File: src/pad_pkg.sv
//**************************************************************************
// Shared types and defaults for the pad multiplexing subsystem. Referenced
// by scoped name from the register block, the pad mux and the top level.
//**************************************************************************

package pad_pkg;

  // Shared pads: 2 PDM, 3 I2S, 7 SPI2, 2 I2C
  localparam int NUM_PAD_DEFAULT = 14;

  // Internal reset stretch after the external reset drops
  localparam int RST_HOLD_DEFAULT = 4;

  localparam int REG_ADDR_W = 8;
  localparam int REG_DATA_W = 32;

  // Register bus operation
  typedef enum logic {
    REG_READ  = 1'b0,
    REG_WRITE = 1'b1
  } reg_op_e;

  // Function owning a shared pad
  typedef enum logic {
    PAD_SEL_PERIPH = 1'b0,
    PAD_SEL_GPIO   = 1'b1
  } pad_sel_e;

  // Register bus request, sampled in the cycle valid is high
  typedef struct packed {
    logic                  valid;
    reg_op_e               op;
    logic [REG_ADDR_W-1:0] addr;
    logic [REG_DATA_W-1:0] wdata;
  } reg_req_t;

  // Register bus response, same cycle as the request
  typedef struct packed {
    logic                  ready;
    logic                  error;
    logic [REG_DATA_W-1:0] rdata;
  } reg_rsp_t;

  // Value and enable toward one pad
  typedef struct packed {
    logic out;
    logic oe;
  } pad_drive_t;

endpackage

File: src/pad_ctrl_regs.sv
//**************************************************************************
// Pad mux select registers on the register bus. One select per shared
// pad at address k; out of range accesses return an error.
//**************************************************************************

module pad_ctrl_regs #(
  parameter int NUM_PAD = 14
) (
  input  logic                                 clk_i,
  input  logic                                 rst_sys_i,
  input  pad_pkg::reg_req_t                    reg_req_i,
  output pad_pkg::reg_rsp_t                    reg_rsp_o,
  output pad_pkg::pad_sel_e [NUM_PAD-1:0]      pad_sel_o
);

  localparam int IDX_W = (NUM_PAD > 1) ? $clog2(NUM_PAD) : 1;

  pad_pkg::pad_sel_e [NUM_PAD-1:0] sel_q;

  logic             addr_hit;
  logic [IDX_W-1:0] idx;
  logic             wr_en;
  logic             rd_en;
  pad_pkg::pad_sel_e sel_rd;

  // Address decode against the pad count
  assign addr_hit = (32'(reg_req_i.addr) < NUM_PAD);
  assign idx      = reg_req_i.addr[IDX_W-1:0];

  assign wr_en = reg_req_i.valid && addr_hit &&
                 (reg_req_i.op == pad_pkg::REG_WRITE);
  assign rd_en = reg_req_i.valid && addr_hit &&
                 (reg_req_i.op == pad_pkg::REG_READ);

  // Select flops, all pads to the peripheral function on reset
  always_ff @(posedge clk_i) begin
    if (rst_sys_i) begin
      for (int i = 0; i < NUM_PAD; i++) begin
        sel_q[i] <= pad_pkg::PAD_SEL_PERIPH;
      end
    end else if (wr_en) begin
      sel_q[idx] <= pad_pkg::pad_sel_e'(reg_req_i.wdata[0]);
    end
  end

  // Selects read as peripheral for the whole reset window
  always_comb begin
    sel_rd = pad_pkg::PAD_SEL_PERIPH;
    if (rd_en && !rst_sys_i) begin
      sel_rd = sel_q[idx];
    end
  end

  // Single cycle response, no back-pressure
  always_comb begin
    reg_rsp_o.ready = reg_req_i.valid;
    reg_rsp_o.error = reg_req_i.valid && !addr_hit;
    reg_rsp_o.rdata = {{(pad_pkg::REG_DATA_W - 1){1'b0}}, sel_rd};
  end

  assign pad_sel_o = sel_q;

endmodule

File: src/pad_mux.sv
//**************************************************************************
// Per-pad routing between the dedicated peripheral and the GPIO. Purely
// combinational; the select comes from the pad control registers.
//**************************************************************************

module pad_mux #(
  parameter int NUM_PAD = 14
) (
  input  pad_pkg::pad_sel_e   [NUM_PAD-1:0] pad_sel_i,
  input  pad_pkg::pad_drive_t [NUM_PAD-1:0] periph_drv_i,
  input  pad_pkg::pad_drive_t [NUM_PAD-1:0] gpio_drv_i,
  input  logic                [NUM_PAD-1:0] pad_in_i,
  output pad_pkg::pad_drive_t [NUM_PAD-1:0] pad_drv_o,
  output logic                [NUM_PAD-1:0] periph_in_o,
  output logic                [NUM_PAD-1:0] gpio_in_o
);

  for (genvar i = 0; i < NUM_PAD; i++) begin : g_cell
    pad_pkg::pad_drive_t drv;
    logic                periph_in;
    logic                gpio_in;

    // Unselected function sees a constant low input
    always_comb begin
      periph_in = 1'b0;
      gpio_in   = 1'b0;
      unique case (pad_sel_i[i])
        pad_pkg::PAD_SEL_GPIO: begin
          drv     = gpio_drv_i[i];
          gpio_in = pad_in_i[i];
        end
        default: begin
          drv       = periph_drv_i[i];
          periph_in = pad_in_i[i];
        end
      endcase
    end

    assign pad_drv_o[i]   = drv;
    assign periph_in_o[i] = periph_in;
    assign gpio_in_o[i]   = gpio_in;
  end

endmodule

File: src/pad_sys_top.sv
//**************************************************************************
// Pad multiplexing system top. Ties the reset stretcher, the select
// registers and the pad mux together; pad count and reset hold set here.
//**************************************************************************

module pad_sys_top #(
  parameter int NUM_PAD  = pad_pkg::NUM_PAD_DEFAULT,
  parameter int RST_HOLD = pad_pkg::RST_HOLD_DEFAULT
) (
  input  logic                              clk_i,
  input  logic                              rst_i,

  // Register bus toward the select registers
  input  pad_pkg::reg_req_t                 reg_req_i,
  output pad_pkg::reg_rsp_t                 reg_rsp_o,

  // Function side of the shared pads
  input  pad_pkg::pad_drive_t [NUM_PAD-1:0] periph_drv_i,
  input  pad_pkg::pad_drive_t [NUM_PAD-1:0] gpio_drv_i,
  output logic                [NUM_PAD-1:0] periph_in_o,
  output logic                [NUM_PAD-1:0] gpio_in_o,

  // Pad side
  input  logic                [NUM_PAD-1:0] pad_in_i,
  output pad_pkg::pad_drive_t [NUM_PAD-1:0] pad_drv_o,

  output logic                              rst_sys_o
);

  pad_pkg::pad_sel_e [NUM_PAD-1:0] pad_sel;

  // Stretched reset for the control registers
  rst_gen #(
    .RST_HOLD (RST_HOLD)
  ) rst_gen_i (
    .clk_i     (clk_i),
    .rst_i     (rst_i),
    .rst_sys_o (rst_sys_o)
  );

  pad_ctrl_regs #(
    .NUM_PAD (NUM_PAD)
  ) pad_ctrl_regs_i (
    .clk_i     (clk_i),
    .rst_sys_i (rst_sys_o),
    .reg_req_i (reg_req_i),
    .reg_rsp_o (reg_rsp_o),
    .pad_sel_o (pad_sel)
  );

  pad_mux #(
    .NUM_PAD (NUM_PAD)
  ) pad_mux_i (
    .pad_sel_i    (pad_sel),
    .periph_drv_i (periph_drv_i),
    .gpio_drv_i   (gpio_drv_i),
    .pad_in_i     (pad_in_i),
    .pad_drv_o    (pad_drv_o),
    .periph_in_o  (periph_in_o),
    .gpio_in_o    (gpio_in_o)
  );

endmodule

File: src/rst_gen.sv
//**************************************************************************
// Reset stretcher. Holds the system reset high for RST_HOLD cycles after
// the external reset is released.
//**************************************************************************

module rst_gen #(
  parameter int RST_HOLD = 4
) (
  input  logic clk_i,
  input  logic rst_i,
  output logic rst_sys_o
);

  // Wide enough to hold RST_HOLD itself
  localparam int CNT_W = $clog2(RST_HOLD + 1);

  logic [CNT_W-1:0] cnt_q;

  // Reload on every external reset edge, then count down to zero
  always_ff @(posedge clk_i) begin
    if (rst_i) begin
      cnt_q <= CNT_W'(RST_HOLD);
    end else if (cnt_q != '0) begin
      cnt_q <= cnt_q - 1'b1;
    end
  end

  // System reset stays active until the count runs out
  assign rst_sys_o = (cnt_q != '0);

endmodule

File: config.mk
export PLATFORM = sky130hd
export DESIGN_NAME = pad_sys_top
export DESIGN_NICKNAME = d
export VERILOG_FILES = /design/src/pad_pkg.sv /design/src/pad_ctrl_regs.sv /design/src/pad_mux.sv /design/src/pad_sys_top.sv /design/src/rst_gen.sv
export SDC_FILE = /design/constraint.sdc
export NUM_CORES = 1
export LEC_CHECK = 0
export ABC_AREA = 1
export BUFFER_PORTS_ARGS = -buffer_cell sky130_fd_sc_hd__buf_2
export CAP_MARGIN = 20
export CORE_ASPECT_RATIO = 1.1
export CORE_MARGIN = 5
export CORE_UTILIZATION = 35
export CTS_BUF_LIST = sky130_fd_sc_hd__clkbuf_8
export CTS_CLUSTER_DIAMETER = 30
export DETAILED_ROUTE_END_ITERATION = 8
export PLACE_DENSITY = 0.77
export SLEW_MARGIN = 20
export SYNTH_ARGS = -nofsm -noshare
export SYNTH_HDL_FRONTEND = slang
export SYNTH_HIERARCHICAL = 1
export SYNTH_SLANG_ARGS = --single-unit
File: constraint.sdc
create_clock -name clk_i -period 3.76 [get_ports clk_i]
set_input_delay 0.376 -clock clk_i [delete_from_list [all_inputs] [get_ports clk_i]]
set_output_delay 0.376 -clock clk_i [all_outputs]
set_load 0.1 [all_outputs]
-- Word level (Yosys, flattened, before mapping)
Index checks and enable logic that the tools add are counted.
Widths: inputs -> output; s select.
- output and inout port bits: 91
- flip-flop bits (word level): 17
- logic and storage cells: 77
- input bits: 114
- reduce and logical (&&, ||, !) cells: 9
- multiplexer cells: 48
- add/sub/neg operators: 1
- $lt $le $gt $ge: 3
- bitwise operators: 1
- operators with widths (kind ; number):
    $mux 1 ; 31
    $mux 2 ; 14
    $bwmux 14 ; 1
    $lt 8x4->1 const B ; 1
    $logic_and 1x1->1 ; 6
    $lt 4x5->1 const B ; 1
    $bmux 1 s4 ; 1
    $demux 1 s4 ; 1
    $ge 4x1->1 const B ; 1
    $reduce_bool 3->1 ; 1
    $sub 3x1->3 const B ; 1
    $logic_not 1->1 ; 2
    $not 1->1 ; 1

-- Depth between registers and ports, before layout
- depth after elaboration: 5
- mapped depth: 9
- mapped depth without buffers: 8

-- Modules after synthesis
The synthesis kept the hierarchy.
- by module, submodules not included (module ; area each (um2) ; seq. area each (um2) ; cells an instance ; instances):
    pad_ctrl_regs ; 1214.9 ; 280.3 ; 205 ; 1
    pad_mux ; 788.3 ; 0.0 ; 182 ; 1
    rst_gen ; 166.4 ; 60.1 ; 25 ; 1

-- Worst setup path before layout
No wires, ideal clock.
- path kind: input -> output
- start point: input reg_req_i[35] (netlist bit)
- end point: output reg_rsp_o[32] (netlist bit)
- stages: 5
- path buffers: 1
- data required time: 3.384 ns
- setup slack: 1.345 ns
- arrival time: 2.039 ns
- cell sequence: nand2_2 nor2_2 nor2_4 buf_6 nor2_1
- RTL lines (element ; line ; text):
    from (decl) ; pad_sys_top.sv:14 ; input pad_pkg::reg_req_t reg_req_i,
    to (decl) ; pad_sys_top.sv:15 ; output pad_pkg::reg_rsp_t reg_rsp_o,

==> flow_summary_export.csv <==
group,metric,value,unit
outcome,status,"completed",
worst_setup_path,r2r-end,"pad_ctrl_regs_i/pad_sel_o[6]",
routing,drtIter0Drc,135,
place,post-place-cells,598,
timing,fmax,430,MHz
min_path,hold_end,"rst_gen_i/cnt_q[2]",
min_path,hold_class,"in2reg",
yosys,yosysTopAreaCellShare,0.251,
yosys,ys_types,21,
worst_setup_path,arrival,1950,ps
place,place.gp.congestion,0.883,
routing,vias,2479,
timing,period_share,0.618,
final_layout,area_growth,22.0,%
routing,antenna_left,0,
timing,timing.final.ws_setup,1440,ps
final_layout,fin_nets,639,
cts,ctsHoldBuffers,0,
yosys,syn_area_per_cell,5.27,sq um
worst_setup_path,crit_type,"reg2out",
floorplan,die_area,7880,sq um
global_routing,grt_pass1_wl,8.78,mm
timing,setup_tns,0,ps
global_routing,track_usage,0.131,
yosys,async_flop_share,0,
cts,postCtsSetupRepairBufs,0,
place,hpwl,4.88,mm
global_routing,antenna_found_initial,0,
timing,rsz0062_at_grt,"no",
routing,routed_wl,5.70,mm
pwr,leakage,1.82,nW
worst_setup_path,r2r-start,"rst_gen_i/cnt_q[0]",
worst_setup_path,crit_required,3380,ps
floorplan,coreArea,6120,sq um
cts,cts_buffers,3,
place,placed_cell_area,2600,sq um
pwr,cellPowerDensity,338,nW/um^2
yosys,yosysWarningCount,6,
global_routing,grt_pass1_vias,2120,
routing,wl_per_cell,9.46,microns
run,maxCapViolCount,0,
cts,cts_tree,"yes",
timing,hold_viol_final,0,
place,dp_slack,1710,ps
final_layout,layout-drive-gt1-share,0.326,
worst_setup_path,cp_max_fo,4,
cts,root_buffer,"clkbuf_8",
routing,drc_errors,0,
floorplan,start_util,0.355,
final_layout,final_cell_area,2650,sq um
global_routing,grt-ovfl-total,0,
yosys,yosysTopAreaCell,"nand2_1",
yosys,synthFlopType,"dfxtp_1",
routing,dr.pass1.iters,4,
min_path,hp-start,"rst_i",
cts,clock-sinks,17,
timing,skew,4.45,ps
routing,vias_per_cell,4.12,
floorplan,fp.dieW,85.1,microns
yosys,syn_area,2170,sq um
cts,clk_latency,260,ps
yosys,synth_area_leaders,"nand2_1, buf_4, dfxtp_1",
yosys,synth_enable_flop_cells,0,
cts,clock_path_buffers,2,
global_routing,grt_use_met2,0.253,
global_routing,grt_use_met3,0.0418,
global_routing,grt_start_max_net_pins,17,
global_routing,busiest_layer,"met2",
timing,fin_crit,2320,ps
worst_setup_path,regToRegSetupSlack,2270,ps
place,io_buffers,142,
timing,slew_violations,0,
floorplan,io_pins,205,
final_layout,diodes,0,
yosys,synthTopCellsByCount,"nand2_1, nor2_1, buf_4",
yosys,synthCells,412,
final_layout,final_util,0.433,
global_routing,met1_usage,0.134,
final_layout,fillers,705,
yosys,ys_ff_latch,17,
pwr,ir_drop,0.317,mV
final_layout,fin_cells,602,
timing,setup_viol,0,
yosys,yosysMostFrequentCell,"nand2_1",
worst_setup_path,reg2reg_depth,8,
cts,htreeDepth,1,
floorplan,num_rows,30,
floorplan,fp.dieH,92.6,microns
min_path,hold_depth,3,
cts,clk_pin_slew_worst_paths,70,ps
worst_setup_path,worst_setup_path_start_kind,"register",
yosys,ys_seq_area_frac,0.157,
cts,cts.repair.resized,0,
worst_setup_path,critPathCaptureType,"primary output",
-- critical path, stage by stage, from the launching register on --
cell and delay (ps):
dfxtp_1 300, inv_1 110, ha_1 230, inv_2 60
nor2_2 120, inv_1 90, nor2_1 90, nand3_1 90
nor2_1 150, buf_2 450
-- registers in the layout (all words and copies together), names as in the netlist --
| signal | count |
|---|---|
| pad_ctrl_regs_i/pad_sel_o | 14 |
| rst_gen_i/cnt_q | 3 |
-- layout make-up --
class / instances / area (sq um) / area share
Clock inverter: 1 / 5.00 / 0.00189
Inverter: 72 / 270 / 0.102
Sequential cell: 17 / 340 / 0.129
Timing Repair Buffer: 142 / 711 / 0.269
Multi-Input combinational cell: 287 / 1180 / 0.445
Tap cell: 80 / 100 / 0.0378
Clock buffer: 3 / 41.3 / 0.0156
-- how the worst max path moves through the flow --
stage                            start            end  depth (start not counted)
global route        rst_gen_i/cnt_q[0]   reg_rsp_o[0]                          9
CTS                 rst_gen_i/cnt_q[0]   reg_rsp_o[0]                          9
finish              rst_gen_i/cnt_q[0]   reg_rsp_o[0]                          9
detailed placement  rst_gen_i/cnt_q[0]   reg_rsp_o[0]                          9
floorplan                reg_req_i[35]  reg_rsp_o[32]                          5
global placement         reg_req_i[33]   reg_rsp_o[0]                         10
-- layout by cell type, fill, tap and decap left out, types with 2 or more instances in the layout --
cell	count
o21ai_0	2
nand2_1	145
nand4_1	11
nand3_1	5
inv_2	16
nor2_2	3
inv_1	56
conb_1	31
clkbuf_8	3
buf_2	142
dfxtp_1	17
ha_1	2
nand4_2	3
nor2_1	81
-- where the power goes --
group | total, mW | internal, mW | switching [mW] | leakage (nW)
clock network | 0.143 | 0.0738 | 0.0688 | 0.0255
registers | 0.197 | 0.192 | 0.00440 | 0.138
logic | 0.555 | 0.0894 | 0.465 | 1.66
total | 0.894 | 0.356 | 0.538 | 1.82
-- cells by family (layout without fill, tap and decap cells) --
family / count (synthesis) / after routing / share of synthesized area
buf+inv: 138 / 218 / 0.352
compound gates: 3 / 3 / 0.00750
simple gates: 251 / 251 / 0.471
fa+ha+maj: 2 / 2 / 0.0115
flops: 17 / 17 / 0.157
other cells: 1 / 31 / 0.00173
-- stage by stage --
| step | power (mW) | hold slack, ps |
|---|---|---|
| 6_report | 0.894 | 312 |
| 5_1_grt | 0.938 | 332 |
| 4_1_cts | 0.901 | 309 |
| 3_5_place_dp | 0.756 | 550 |
| 3_3_place_gp | 0.746 | 539 |
| 2_1_floorplan | 0.700 | 468 |
-- per-layer routing --
layer | vias to the layer above | wire length (microns) | part of all wire
li1 | 1330 | - | -
met1 | 1046 | 2040 | 0.36
met2 | 99 | 2970 | 0.52
met3 | 4 | 651 | 0.11
met4 | 0 | 36 | 0.0063
met5 | - | 0 | 0
(Power assumes the default switching activity.)
